**config.mk**
```make
export PLATFORM = sky130hd
export DESIGN_NAME = octet_fetch_flat
export DESIGN_NICKNAME = d
export VERILOG_FILES = /design/src/source/eth_tx_pkg.sv /design/src/source/tx_stream_if.sv /design/src/source/octet_fetch.sv /design/src/flat_wrapper.sv
export VERILOG_INCLUDE_DIRS = /design/src /design/src/include
export SDC_FILE = /design/constraint.sdc
export NUM_CORES = 1
export LEC_CHECK = 0
export ABC_AREA = 0
export BUFFER_PORTS_ARGS = -buffer_cell sky130_fd_sc_hd__buf_2
export CORE_ASPECT_RATIO = 0.5
export CORE_MARGIN = 2
export CORE_UTILIZATION = 35
export DETAILED_ROUTE_END_ITERATION = 10
export SYNTH_ARGS = -nofsm -noshare
export SYNTH_HDL_FRONTEND = slang
export SYNTH_SLANG_ARGS = --single-unit
```
**constraint.sdc**
```tcl
create_clock -name CLK -period 1.9 [get_ports CLK]
set_input_delay 0.095 -clock CLK [delete_from_list [all_inputs] [get_ports CLK]]
set_output_delay 0.095 -clock CLK [all_outputs]
set_load 0.02 [all_outputs]
```
**src/include/eth_tx_consts.svh**
```systemverilog
`ifndef ETH_TX_CONSTS_SVH
`define ETH_TX_CONSTS_SVH

// frame buffer geometry
`define ETH_BUF_WORDS 512
`define ETH_BUF_AW 9
`define ETH_LEN_W 11

// wishbone word address, top bit selects the register space
`define ETH_WB_AW 10
`define ETH_REG_CTRL 0
`define ETH_REG_STAT 1

`define ETH_PREAMBLE_OCTETS 7
`define ETH_SFD 8'hD5
`define ETH_EOF_CYCLES 4

`endif

```
**src/source/eth_tx_pkg.sv**
```systemverilog
package eth_tx_pkg;

  // one buffer word, octets[3] goes out on the line first
  typedef union packed {
    logic [31:0]     word;
    logic [3:0][7:0] octets;
  } frame_word_u;

  typedef enum logic [2:0] {
    IDLE,
    PREAMBLE,   // seven 0x55 octets and the start delimiter
    PAYLOAD,
    CRC,
    EOF         // end-of-frame pulse on the line
  } tx_phase_e;

endpackage

```
**src/source/tx_stream_if.sv**
```systemverilog
interface tx_stream_if;
  logic        octet_req;    // current octet consumed
  logic [7:0]  octet_data;
  logic        octet_last;   // current octet ends the payload
  logic        crc_bit;
  logic        crc_en;
  logic        crc_clear;
  logic [31:0] crc_value;    // already complemented

  modport serializer (
    output octet_req, crc_bit, crc_en, crc_clear,
    input  octet_data, octet_last, crc_value
  );

  modport fetch (
    input  octet_req,
    output octet_data, octet_last
  );

  modport crc (
    input  crc_bit, crc_en, crc_clear,
    output crc_value
  );
endinterface

```
**src/source/octet_fetch.sv**
```systemverilog
`include "eth_tx_consts.svh"

module octet_fetch
  import eth_tx_pkg::*;
(
  input  logic                   CLK,
  input  logic                   RST,
  input  logic                   start,
  input  logic [`ETH_LEN_W-1:0]  send_len,
  input  frame_word_u            rd_data,
  output logic [`ETH_BUF_AW-1:0] rd_addr,
  tx_stream_if.fetch             stream
);
  frame_word_u           cur;        // word holding the current octet
  logic [1:0]            oct_idx;
  logic [1:0]            fill;       // start delayed, primes the first word
  logic [`ETH_LEN_W-1:0] left;       // octets still to hand out
  logic                  word_done;

  assign word_done = stream.octet_req && (oct_idx == 2'd0);

  always_ff @(posedge CLK)
  begin
    if (!RST)
    begin
      rd_addr           <= '0;
      oct_idx           <= 2'd3;
      fill              <= 2'b00;
      left              <= '0;
      stream.octet_last <= 1'b0;
    end
    else
    begin
      fill              <= {fill[0], start};
      stream.octet_last <= (left == 1);
      if (start)
      begin
        rd_addr <= '0;
        oct_idx <= 2'd3;   // msb octet of the word goes first
        left    <= send_len;
      end
      else
      begin
        if (fill[0])
          rd_addr <= rd_addr + 1;   // word 0 requested, point at word 1
        if (stream.octet_req)
        begin
          left    <= left - 1;
          oct_idx <= oct_idx - 2'd1;
          if (word_done)
            rd_addr <= rd_addr + 1;
        end
      end
    end
  end

  // rd_data always shows the word after cur once the address settles
  always_ff @(posedge CLK)
  begin
    if (fill[1] || word_done)
      cur <= rd_data;
    stream.octet_data <= cur.octets[oct_idx];
  end
endmodule

```
**src/flat_wrapper.sv**
```systemverilog
// flat-port wrapper written by rule: the top's interface ports become plain ports
module octet_fetch_flat import eth_tx_pkg::*;
  (CLK, RST, start, send_len, rd_data, rd_addr, stream_octet_req, stream_octet_data, stream_octet_last);
  tx_stream_if stream_i ();
  input  logic CLK;
  input  logic RST;
  input  logic start;
  input  logic [`ETH_LEN_W-1:0] send_len;
  input  frame_word_u rd_data;
  output logic [`ETH_BUF_AW-1:0] rd_addr;
  input wire logic [$bits(stream_i.octet_req)-1:0] stream_octet_req;
  output wire logic [$bits(stream_i.octet_data)-1:0] stream_octet_data;
  output wire logic [$bits(stream_i.octet_last)-1:0] stream_octet_last;
  assign stream_i.octet_req = stream_octet_req;
  assign stream_octet_data = stream_i.octet_data;
  assign stream_octet_last = stream_i.octet_last;
  octet_fetch u_core (.CLK(CLK), .RST(RST), .start(start), .send_len(send_len), .rd_data(rd_data), .rd_addr(rd_addr), .stream(stream_i));
endmodule
```
**After elaboration in Yosys (flattened, before gate mapping)**

Cells that the tools add are included.

- Add/sub/neg operators: 3
- Magnitude comparators: 1
- Eq/ne operators: 1
- Multiplexer cells: 7
- Bitwise gates (word level): 1
- Reductions and logical operators: 5

Operators with widths:

| kind | number |
|---|---|
| two-way mux 9 bit | 3 |
| two-way mux 11 bit | 2 |
| binary-select mux 8 bit (select 2 bit) | 1 |
| == test 11 x 1 -> 1 bit, second input constant | 1 |
| subtractor 11 x 1 -> 11 bit, second input constant | 1 |
| adder 9 x 1 -> 9 bit, second input constant | 1 |
| two-way mux 8 bit | 1 |
| < comparator 2 x 3 -> 1 bit, second input constant | 1 |
| logical NOT 2 bit | 1 |
| nonzero test 2 bit | 1 |
| OR reduction 2 bit | 1 |
| subtractor 2 x 1 -> 2 bit, second input constant | 1 |
| logical AND 1 bit | 1 |
| logical OR 1 bit | 1 |
| NOT 1 bit | 1 |

- Bits in registers: 65
- Input bits: 47
- Word-level logic and storage cells: 25

**Logic depth before layout (Yosys ltp)**

Gate-level depths: netlist (run 1).

- Depth after elaboration: 4
- Gate-level depth with buffers: 7
- Mapped depth without buffers: 5

**Worst setup path before layout (run 1)**

OpenSTA, ideal clock, no wires.

- Path type: register to register
- Start: register u_core.oct_idx[1]
- End: register u_core.cur[0] (netlist name) (enable)
- Data arrival time: 1.455 ns
- Data required time: 1.512 ns
- Slack: 0.057 ns
- Stages on the path, launching flop included: 5
- Path buffers: 1
- Clock period less this slack: 1.843 ns
- Cells stage by stage: dfxtp_1 clkbuf_1 inv_1 ha_1 a21o_1

- Longest elaborated chain between the ends: 3

Ends and longest elaborated chain:

| item | RTL line | RTL |
|---|---|---|
| from (decl) | octet_fetch.sv:15 | `logic [1:0] oct_idx;` |
| from (signal assigned) | octet_fetch.sv:49 | `oct_idx <= oct_idx - 2'd1;` |
| logical NOT 2 bit | octet_fetch.sv:20 | `assign word_done = stream.octet_req && (oct_idx == 2'd0);` |
| logical AND 1 bit | octet_fetch.sv:20 |  |
| logical OR 1 bit | octet_fetch.sv:60 | `if (fill[1] \|\| word_done)` |
| to (signal assigned) | octet_fetch.sv:61 | `cur <= rd_data;` |
| to (decl) | octet_fetch.sv:14 | `frame_word_u cur;` |

No other way between the ends.
A chain may end at the register's enable or synchronous reset.

**Worst setup path in the final report (run 1)**

- Start: register u_core.left[0]
- End: register u_core.left[8]

- Longest elaborated chain between the ends: 3

Ends and longest elaborated chain:

| item | RTL line | RTL |
|---|---|---|
| from (decl) | octet_fetch.sv:17 | `` logic [`ETH_LEN_W-1:0] left; `` |
| from (signal assigned) | octet_fetch.sv:40 | `left <= send_len;` |
| from (signal assigned) | octet_fetch.sv:48 | `left <= left - 1;` |
| subtractor 11 x 1 -> 11 bit | octet_fetch.sv:48 |  |
| two-way mux 11 bit | octet_fetch.sv:46 | `if (stream.octet_req)` |
| two-way mux 11 bit | octet_fetch.sv:36 | `if (start)` |

No other way between the ends. The select of a mux whose other input is x is not followed.

==> flow_metrics.env, run 1 <==
export IMPL_post_place_cells=370
export IMPL_clock_power_share=0.466
export IMPL_min_delay_path_class="in -> reg"
export IMPL_reg2reg_depth=5
export IMPL_std_cell_rows=22
export IMPL_io_buffers=64
export IMPL_start_util=0.3631
export IMPL_ys_flop_type="dfxtp_1"
export IMPL_num_antenna_cells=0
export IMPL_synth_avg_cell_area_um2=12.46
export IMPL_slew_limit_headroom=0.7258
export IMPL_drive_above_1_share=0.3012
export IMPL_htreeDepth=3
export IMPL_synth_edf_count=32
export IMPL_cts_buffers=9
export IMPL_hold_path_startpoint="send_len[1]"
export IMPL_layout_min_cycle_time_ns=1.738
export IMPL_cts_root_buf="clkbuf_16"
export IMPL_overflow=0
export IMPL_io_pins=65
export IMPL_dieArea_um2=8412
export IMPL_multi_input_area_um2=974.7
export IMPL_antenna_found_initial=0
export IMPL_critPathArrivalTime_ns=1.95
export IMPL_route_detailed_drc=0
export IMPL_hold_viol_final=0
export IMPL_grt_pass1_wl_um=9066
export IMPL_layout_cells_non_filler=418
export IMPL_rr_startpoint="u_core.left[0]$_SDFFE_PN0P_"
export IMPL_fin_skew_ns=0.004777
export IMPL_routabilityCongestion=0.7703
export IMPL_area_growth_pct=40.54
export IMPL_drt_initial_drc_count=73
export IMPL_vias=2031
export IMPL_cts_buffer_depth=2
export IMPL_ctsResizeCount=0
export IMPL_crit_required_ns=2.11
export IMPL_fillCellCount=663
export IMPL_final_util=0.5103
export IMPL_ys_types=44
export IMPL_cp_end_kind="register"
export IMPL_via_per_inst=4.859
export IMPL_grt_max_degree=33
export IMPL_cp_max_fo=8
export IMPL_total_power_mw=3.529
export IMPL_finalCritPeriodShare=0.9150
export IMPL_synth_seq_area_share=0.6053
export IMPL_slew_violations=0
export IMPL_p_leak_nw=1.519
export IMPL_ant_nets=0
export IMPL_dp_worst_setup_slack_ns=0.1734
export IMPL_dp_hpwl_um=3699
export IMPL_die_h_um=65.86
export IMPL_crit_type="reg -> reg"
export IMPL_cp_start_kind="register"
export IMPL_regArea_um2=1622
export IMPL_netlist_instances=215
export IMPL_sw_frac_of_total=0.2187
export IMPL_grt_pass1_vias=1960
export IMPL_synthArstFlopShare=0
export IMPL_run_status="finished clean"
export IMPL_synth_seq_cells=65
export IMPL_clock_latency_ns=0.32
export IMPL_whs_path_depth=3
export IMPL_ir_drop_uv=486.0
export IMPL_tns_ns=0
export IMPL_pwr_share_comb=0.090
export IMPL_wl_um=5688
export IMPL_post_cts_setup_buffer_count=0
export IMPL_clkTransAtPathRegs_ns=0.05
export IMPL_syn_num_nets=266
export IMPL_p_seq_frac=0.444
export IMPL_syn_area_um2=2679
export IMPL_die_x_um=127.7
export IMPL_wl_per_cell_um=13.61
export IMPL_powerDensity_nw_per_um2=937.4
export IMPL_nNetsFinal=368
export IMPL_setup_viol=0
export IMPL_rsz0062_at_grt="false"
export IMPL_cap_viol_max_count=0
export IMPL_worst_pin_slew_ns=0.4107
export IMPL_p_int_mw=2.757
export IMPL_first_pass_iters=4
export IMPL_yosysWarnings=0
export IMPL_cts_tree="done"
export IMPL_coreArea_um2=7377
export IMPL_clkSinkCount=65
export IMPL_crit_start="u_core.left[0]$_SDFFE_PN0P_"
export IMPL_worst_slack_ns=0.1616
export IMPL_track_usage=0.1441
export IMPL_fmax_ghz=0.5752
export IMPL_switchingPower_uw=772.0
placed cells by master (no fill, tap or decap), types with 2 or more instances in the layout:
master / synthesis / routed
clkinv_4: 0 / 2
nor2_1: 6 / 6
o21ai_0: 12 / 12
buf_4: 0 / 7
nand2b_1: 5 / 5
a21oi_1: 8 / 8
nor3b_1: 2 / 2
mux4_2: 8 / 8
nand3_1: 3 / 3
clkbuf_16: 0 / 9
dfxtp_1: 33 / 33
nand4_1: 4 / 4
a21o_1: 2 / 2
o21a_1: 2 / 2
inv_1: 8 / 8
or3_1: 3 / 3
dlygate4sd3_1: 0 / 32
a221o_1: 3 / 3
nor3_1: 4 / 4
clkinv_2: 0 / 2
nor4b_1: 2 / 2
o31ai_1: 5 / 5
or4_1: 9 / 9
buf_2: 2 / 64
xnor2_1: 5 / 5
and2_1: 6 / 6
nand2_1: 16 / 16
ha_1: 4 / 4
edfxtp_1: 32 / 32
o311a_1: 3 / 3
a31oi_1: 2 / 2
cell families after synthesis:
kind of cell,Yosys count,synth area share
adder cells (fa/ha/maj),4,0.01868
XOR/XNOR,5,0.01635
buffers and inverters,21,0.03082
AND/OR/NAND/NOR,69,0.1518
flip-flops,65,0.6053
AO/OA/AOI/OAI,42,0.1060
multiplexers,9,0.07099
area by class of cell:
cell class | instances | share of cell area
multi-input cells | 129 | 0.2589
repair buffers | 104 | 0.1894
well taps | 96 | 0.03190
clock buffers | 10 | 0.06348
inverters | 8 | 0.007976
flip-flops and latches | 65 | 0.4307
clock inverters | 6 | 0.01761
worst paths after layout:
| path | to | slack [ns] |
|---|---|---|
| max | u_core.left[8]$_SDFFE_PN0P_ | 0.16 |
| min | u_core.left[1]$_SDFFE_PN0P_ | 0.04 |
| max reg2reg | u_core.left[8]$_SDFFE_PN0P_ | 0.16 |
| min reg2reg | u_core.rd_addr[8]$_SDFF_PP0_ | 0.48 |
power by group through the flow:
stage / sequential, mW / clock, mW / combinational [mW]
finish: 1.57 / 1.64 / 0.318
global route: 1.57 / 1.76 / 0.352
CTS: 1.57 / 1.70 / 0.320
detailed placement: 1.60 / 0 / 0.267
global placement: 1.59 / 0 / 0.261
floorplan: 1.60 / 0 / 0.158
synth_stat cells (2+ instances only):
master | count | area, um^2
dfxtp_1 | 33 | 660.6
edfxtp_1 | 32 | 960.9
nand2_1 | 16 | 60.06
o21ai_0 | 12 | 60.06
clkbuf_1 | 9 | 33.78
or4_1 | 9 | 67.56
a21oi_1 | 8 | 40.04
inv_1 | 8 | 30.03
mux4_2 | 8 | 180.2
and2_1 | 6 | 37.54
nor2_1 | 6 | 22.52
nand2b_1 | 5 | 31.28
o31ai_1 | 5 | 37.54
xnor2_1 | 5 | 43.79
ha_1 | 4 | 50.05
nand4_1 | 4 | 25.02
nor3_1 | 4 | 20.02
a221o_1 | 3 | 30.03
nand3_1 | 3 | 15.01
o311a_1 | 3 | 30.03
or3_1 | 3 | 18.77
a21o_1 | 2 | 15.01
a31oi_1 | 2 | 12.51
buf_2 | 2 | 10.01
nor3b_1 | 2 | 15.01
nor4b_1 | 2 | 17.52
o21a_1 | 2 | 15.01
sequential cells by signal (all words and copies together), names as in the netlist:
name / flops
u_core.stream.octet_last: 1
u_core.oct_idx: 2
u_core.fill: 2
u_core.rd_addr: 9
u_core.cur: 32
u_core.left: 11
u_core.stream.octet_data: 8
repair_timing:
action,in CTS,in global routing
hold buffers,32,0
endpoints found under the setup margin,0,0
endpoints found under the hold margin,32,0
metrics by stage:
step / cell area, um^2 / hold WS, ns
after global routing: 3765 / 0.03307
final: 3765 / 0.03790
after CTS: 3765 / 0.02022
after detailed placement: 3139 / 0.2731
after global placement: 3139 / 0.2725
after floorplan: 2679 / 0.1939
metal layers:
layer / up-vias / part of all wire / track usage
met5: - / 0 / 0
met4: 0 / 0 / 0.05769
met1: 971 / 0.47 / 0.1674
li1: 1023 / - / -
met3: 0 / 0.029 / 0.06311
met2: 37 / 0.50 / 0.2373
worst max-delay path, cell delays in order, from the launching register on:
cell and delay (ns):
dfxtp_1 0.35, inv_1 0.07, ha_1 0.16, or3b_1 0.46
o311a_1 0.33, a221o_1 0.26
Note: power is estimated with default switching activity, not from simulation.
==> inputs of run 2 (changes only) <==
CORE_ASPECT_RATIO = 0.7   (was 0.5)
==> run 2 against run 1 <==
  * Wire length decreased by 3.9%
  * Count of clock-buffer cells in the layout unchanged
  * Flip-flop and latch count unchanged
  * Worst hold slack got worse by 0.0051 ns
  * Total power decreased by 7.7%
  * Largest power group is now registers
==> flow_metrics.env, run 2 (synthesis gave the netlist of run 1 again) <==
export IMPL_cp_start_kind="register"
export IMPL_coreArea_um2=7352
export IMPL_grt_pass1_wl_um=8928
export IMPL_r2r_setup_slack_ns=0.14
export IMPL_crit_start="u_core.left[0]$_SDFFE_PN0P_"
export IMPL_layout_min_cycle_time_ns=1.763
export IMPL_rsz0062_at_grt="false"
export IMPL_ant_nets=0
export IMPL_track_usage=0.1393
export IMPL_total_power_mw=3.258
export IMPL_switchingPower_uw=692.9
export IMPL_reg2reg_depth=3
export IMPL_dieArea_um2=8381
export IMPL_area_growth_pct=37.79
export IMPL_fin_area_um2=3691
export IMPL_final_common_cell="buf_2"
export IMPL_rr_startpoint="u_core.left[0]$_SDFFE_PN0P_"
export IMPL_clock_latency_ns=0.33
export IMPL_most_common_layout_cells="buf_2, dlygate4sd3_1, dfxtp_1"
export IMPL_std_cell_rows=26
export IMPL_pwr_share_comb=0.096
export IMPL_setup_viol=0
export IMPL_crit_type="reg -> reg"
export IMPL_drive_above_1_share=0.2897
export IMPL_largest_register="u_core.cur"
export IMPL_top_regs="u_core.cur: 32 flops, u_core.left: 11 flops, u_core.rd_addr: 9 flops"
export IMPL_die_h_um=77.20
export IMPL_cap_viol_max_count=0
export IMPL_worst_pin_slew_ns=0.5888
export IMPL_io_buffers=64
export IMPL_start_util=0.3644
export IMPL_post_place_cells=370
export IMPL_post_cts_setup_buffer_count=0
export IMPL_min_delay_path_class="in -> reg"
export IMPL_first_pass_iters=4
export IMPL_overflow=0
export IMPL_die_x_um=108.6
export IMPL_regArea_um2=1622
export IMPL_largest_register_ffs=32
export IMPL_nNetsFinal=367
export IMPL_cp_max_fo=6
export IMPL_num_antenna_cells=0
export IMPL_critPathArrivalTime_ns=1.98
export IMPL_run_status="finished clean"
export IMPL_io_pins=65
export IMPL_tns_ns=0
export IMPL_fillCellCount=684
export IMPL_cp_end_kind="register"
export IMPL_regToRegEndpoint="u_core.left[7]$_SDFFE_PN0P_"
export IMPL_powerDensity_nw_per_um2=882.6
export IMPL_ir_drop_uv=381.2
export IMPL_drt_initial_drc_count=110
export IMPL_multi_input_area_um2=974.7
export IMPL_grt_pass1_vias=1918
export IMPL_hold_viol_final=0
export IMPL_p_seq_frac=0.481
export IMPL_clock_power_share=0.422
export IMPL_clkSinkCount=65
export IMPL_antenna_found_initial=0
export IMPL_wl_per_cell_um=13.05
export IMPL_route_detailed_drc=0
export IMPL_cts_root_buf="clkbuf_8"
export IMPL_cts_tree="done"
export IMPL_ctsResizeCount=0
export IMPL_via_per_inst=4.871
export IMPL_p_int_mw=2.565
export IMPL_grt_max_degree=33
export IMPL_wl_um=5466
export IMPL_placed_area_um2=3127
export IMPL_clkTransAtPathRegs_ns=0.07
export IMPL_fmax_ghz=0.5671
export IMPL_crit_end="u_core.left[7]$_SDFFE_PN0P_"
export IMPL_routabilityCongestion=0.7442
export IMPL_finalCritPeriodShare=0.9280
export IMPL_slew_limit_headroom=0.6067
export IMPL_fin_skew_ns=0.007527
export IMPL_cts_buffer_depth=2
export IMPL_sw_frac_of_total=0.2127
export IMPL_vias=2041
export IMPL_dp_hpwl_um=3580
export IMPL_cts_buffers=9
export IMPL_p_leak_nw=1.474
export IMPL_htreeDepth=3
export IMPL_layout_cells_non_filler=419
export IMPL_slew_violations=0
export IMPL_crit_required_ns=2.12
-- run 2: area by class of cell --
| type | count | share of cell area |
|---|---|---|
| Clock buffer | 10 | 0.03458 |
| Clock inverter | 6 | 0.02881 |
| Inverter | 8 | 0.008136 |
| Multi-Input combinational cell | 129 | 0.2641 |
| Sequential cell | 65 | 0.4393 |
| Tap cell | 98 | 0.03322 |
| Timing Repair Buffer | 103 | 0.1919 |
-- run 2: power by group through the flow --
stage | Combinational, mW | Sequential (mW) | Clock (mW)
after floorplan | 0.158 | 1.60 | 0
after global placement | 0.262 | 1.60 | 0
after detailed placement | 0.262 | 1.60 | 0
after CTS | 0.316 | 1.57 | 1.42
after global routing | 0.349 | 1.57 | 1.47
final | 0.314 | 1.57 | 1.38
-- run 2: worst max-delay path, stage by stage, from the launching register on --
cell and delay, ns:
dfxtp_1 0.35, or4_1 0.67, o311a_1 0.38, a221o_1 0.26
-- run 2: worst min-delay path by stage --
stage	start	end	slack [ns]	depth (start not counted)
2_1_floorplan	rd_data[0]	u_core.cur[0]$_DFFE_PP_	0.19	0
3_3_place_gp	rd_data[28]	u_core.cur[28]$_DFFE_PP_	0.27	1
3_5_place_dp	rd_data[24]	u_core.cur[24]$_DFFE_PP_	0.27	1
4_1_cts	RST	u_core.fill[0]$_SDFF_PN0_	0.008	2
5_1_grt	RST	u_core.fill[1]$_SDFF_PN0_	0.03	2
6_report	RST	u_core.fill[1]$_SDFF_PN0_	0.03	2
-- run 2: layer usage --
layer,up-vias,track usage,wire length [um]
met4,0,0.06795,97
met2,53,0.2050,2487
li1,1013,-,-
met1,967,0.1871,2620
met3,8,0.04082,261
met5,-,0,0
-- run 2: stage by stage --
stage | hold WS [ns] | utilization | worst slack, ns
floorplan | 0.1939 | - | 0.05694
global placement | 0.2711 | 0.4253 | 0.1907
detailed placement | 0.2731 | 0.4253 | 0.1680
CTS | 0.008337 | 0.5020 | 0.1491
global route | 0.02738 | 0.5020 | 0.07941
finish | 0.03276 | 0.5020 | 0.1368
-- run 2: repair_timing --
action	4_1_cts	5_1_grt
hold buffers	33	0
setup endpoints to repair	0	0
endpoints found under the hold margin	33	0
==> inputs of run 3 (changes only) <==
--- a/config.mk
+++ b/config.mk
@@ -12,4 +12,5 @@
 export CORE_MARGIN = 2
 export CORE_UTILIZATION = 35
+export CTS_BUF_LIST = sky130_fd_sc_hd__clkbuf_4
 export DETAILED_ROUTE_END_ITERATION = 10
 export SYNTH_ARGS = -nofsm -noshare
==> constraint.sdc (replaced) <==
create_clock -name CLK -period 1.9 [get_ports CLK]
set_input_delay 0.095 -clock CLK [delete_from_list [all_inputs] [get_ports CLK]]
set_output_delay 0.095 -clock CLK [all_outputs]
set_load 0.005 [all_outputs]
==> run 3 against run 2 <==
  * Sequential share of layout area down 0.089 points
  * Setup slack worse by 0.0054 ns
  * Global-route usage about the same
  * Critical path depth unchanged
  * Flip-flop and latch count unchanged
  * Clock power down 17%
  * Cell count up 1.4%
  * Maximum frequency down 0.30%
  * Via count up 0.93%
  * Wire length up 0.75%
  * Critical path type unchanged
==> flow_metrics.env, run 3 (synthesis gave the netlist of run 1 again) <==
export IMPL_run_status="finished clean"
export IMPL_post_place_cells=370
export IMPL_wl_per_cell_um=12.96
export IMPL_clock_latency_ns=0.39
export IMPL_antenna_found_initial=0
export IMPL_final_util=0.5031
export IMPL_rr_startpoint="u_core.left[0]$_SDFFE_PN0P_"
export IMPL_dp_worst_setup_slack_ns=0.1680
export IMPL_slew_violations=0
export IMPL_hold_viol_final=0
export IMPL_std_cell_rows=26
export IMPL_top_regs="u_core.cur: 32 flops, u_core.left: 11 flops, u_core.rd_addr: 9 flops"
export IMPL_ir_drop_uv=362.7
export IMPL_rsz0062_at_grt="false"
export IMPL_io_pins=65
export IMPL_clock_power_share=0.381
export IMPL_die_x_um=108.6
export IMPL_r2r_setup_slack_ns=0.13
export IMPL_cts_root_buf="clkbuf_4"
export IMPL_cp_end_kind="register"
export IMPL_ctsResizeCount=0
export IMPL_grt_pass1_vias=1938
export IMPL_die_h_um=77.20
export IMPL_nNetsFinal=373
export IMPL_cts_buffers=9
export IMPL_min_delay_path_class="in -> reg"
export IMPL_cap_viol_max_count=0
export IMPL_most_common_layout_cells="buf_2, dlygate4sd3_1, dfxtp_1"
export IMPL_num_antenna_cells=0
export IMPL_cts_buffer_depth=2
export IMPL_tns_ns=0
export IMPL_fin_skew_ns=0.008187
export IMPL_io_buffers=64
export IMPL_drive_above_1_share=0.2875
export IMPL_powerDensity_nw_per_um2=819.8
export IMPL_track_usage=0.1395
export IMPL_via_per_inst=4.847
export IMPL_crit_required_ns=2.18
export IMPL_dp_hpwl_um=3580
export IMPL_p_seq_frac=0.517
export IMPL_start_util=0.3644
export IMPL_drt_initial_drc_count=88
export IMPL_cp_max_fo=6
export IMPL_layout_cells_non_filler=425
export IMPL_route_detailed_drc=0
export IMPL_setup_viol=0
export IMPL_p_leak_nw=1.480
export IMPL_largest_register_ffs=32
export IMPL_critPathArrivalTime_ns=2.05
export IMPL_ant_nets=0
export IMPL_regToRegEndpoint="u_core.left[7]$_SDFFE_PN0P_"
export IMPL_fmax_ghz=0.5654
export IMPL_grt_pass1_wl_um=8990
export IMPL_layout_min_cycle_time_ns=1.769
export IMPL_area_growth_pct=38.07
export IMPL_coreArea_um2=7352
export IMPL_wl_um=5507
export IMPL_htreeDepth=3
export IMPL_switchingPower_uw=650.7
export IMPL_slew_limit_headroom=0.6048
export IMPL_worst_pin_slew_ns=0.5915
export IMPL_reg2reg_depth=3
export IMPL_routabilityCongestion=0.7442
export IMPL_min_delay_worst_endpoint="u_core.left[6]$_SDFFE_PN0P_"
export IMPL_vias=2060
export IMPL_first_pass_iters=4
export IMPL_dieArea_um2=8381
export IMPL_crit_type="reg -> reg"
export IMPL_cts_tree="done"
export IMPL_worst_slack_ns=0.1314
export IMPL_clkSinkCount=65
export IMPL_largest_register="u_core.cur"
export IMPL_cp_start_kind="register"
export IMPL_finalCritPeriodShare=0.9309
export IMPL_whs_path_depth=4
export IMPL_pwr_share_comb=0.102
export IMPL_hold_slack_ns=0.04720
export IMPL_final_common_cell="buf_2"
export IMPL_overflow=0
export IMPL_hold_path_startpoint="send_len[6]"
export IMPL_p_int_mw=2.381
export IMPL_grt_max_degree=33
export IMPL_clkTransAtPathRegs_ns=0.10
export IMPL_sw_frac_of_total=0.2146
run 3: cell count changes in the layout (fill, tap and decap cells not counted), sizes merged:
cell and change:
dlygate4sd3 +6
run 3: per-layer routing:
metal	GRT usage	vias up	share of wire
met3	0.04592	11	0.035
met4	0.05641	0	0.015
met1	0.1859	984	0.49
met5	0	-	0
met2	0.2088	38	0.46
li1	-	1027	-
run 3: cell type report:
type	instances	area (um^2)
Clock inverter	6	106.4
Sequential cell	65	1622
Clock buffer	10	75.07
Fill cell	688	3654
Multi-Input combinational cell	129	974.7
Timing Repair Buffer	109	768.2
Tap cell	98	122.6
Inverter	8	30.03
run 3: how the worst max path moves through the flow:
stage | cells after the start | startpoint | end
3_5_place_dp | 3 | u_core.left[0]$_SDFFE_PN0P_ | u_core.left[7]$_SDFFE_PN0P_
2_1_floorplan | 4 | u_core.oct_idx[1]$_SDFFE_PP1P_ | u_core.cur[0]$_DFFE_PP_
6_report | 3 | u_core.left[0]$_SDFFE_PN0P_ | u_core.left[7]$_SDFFE_PN0P_
3_3_place_gp | 3 | u_core.left[0]$_SDFFE_PN0P_ | u_core.left[7]$_SDFFE_PN0P_
4_1_cts | 3 | u_core.left[0]$_SDFFE_PN0P_ | u_core.left[7]$_SDFFE_PN0P_
5_1_grt | 5 | u_core.left[0]$_SDFFE_PN0P_ | u_core.left[6]$_SDFFE_PN0P_
run 3: timing repair:
action,4_1_cts,5_1_grt
hold buffers,39,0
hold endpoints to repair,40,0
setup buffers,0,0
run 3: worst max-delay path, stage by stage (launching register included):
cell and delay, ns:
dfxtp_1 0.37, or4_1 0.66, o311a_1 0.38, a221o_1 0.26
run 3: stage by stage:
stage,power [mW],instance area [um^2]
2_1_floorplan,1.744,2679
3_3_place_gp,1.844,3127
3_5_place_dp,1.846,3127
4_1_cts,3.073,3699
5_1_grt,3.176,3699
6_report,3.032,3699
run 3: power groups by stage:
| stage | sequential [mW] | combinational [mW] | clock, mW |
|---|---|---|---|
| finish | 1.57 | 0.311 | 1.15 |
| global route | 1.57 | 0.345 | 1.26 |
| CTS | 1.57 | 0.311 | 1.20 |
| detailed placement | 1.60 | 0.248 | 0 |
| global placement | 1.60 | 0.248 | 0 |
| floorplan | 1.59 | 0.158 | 0 |
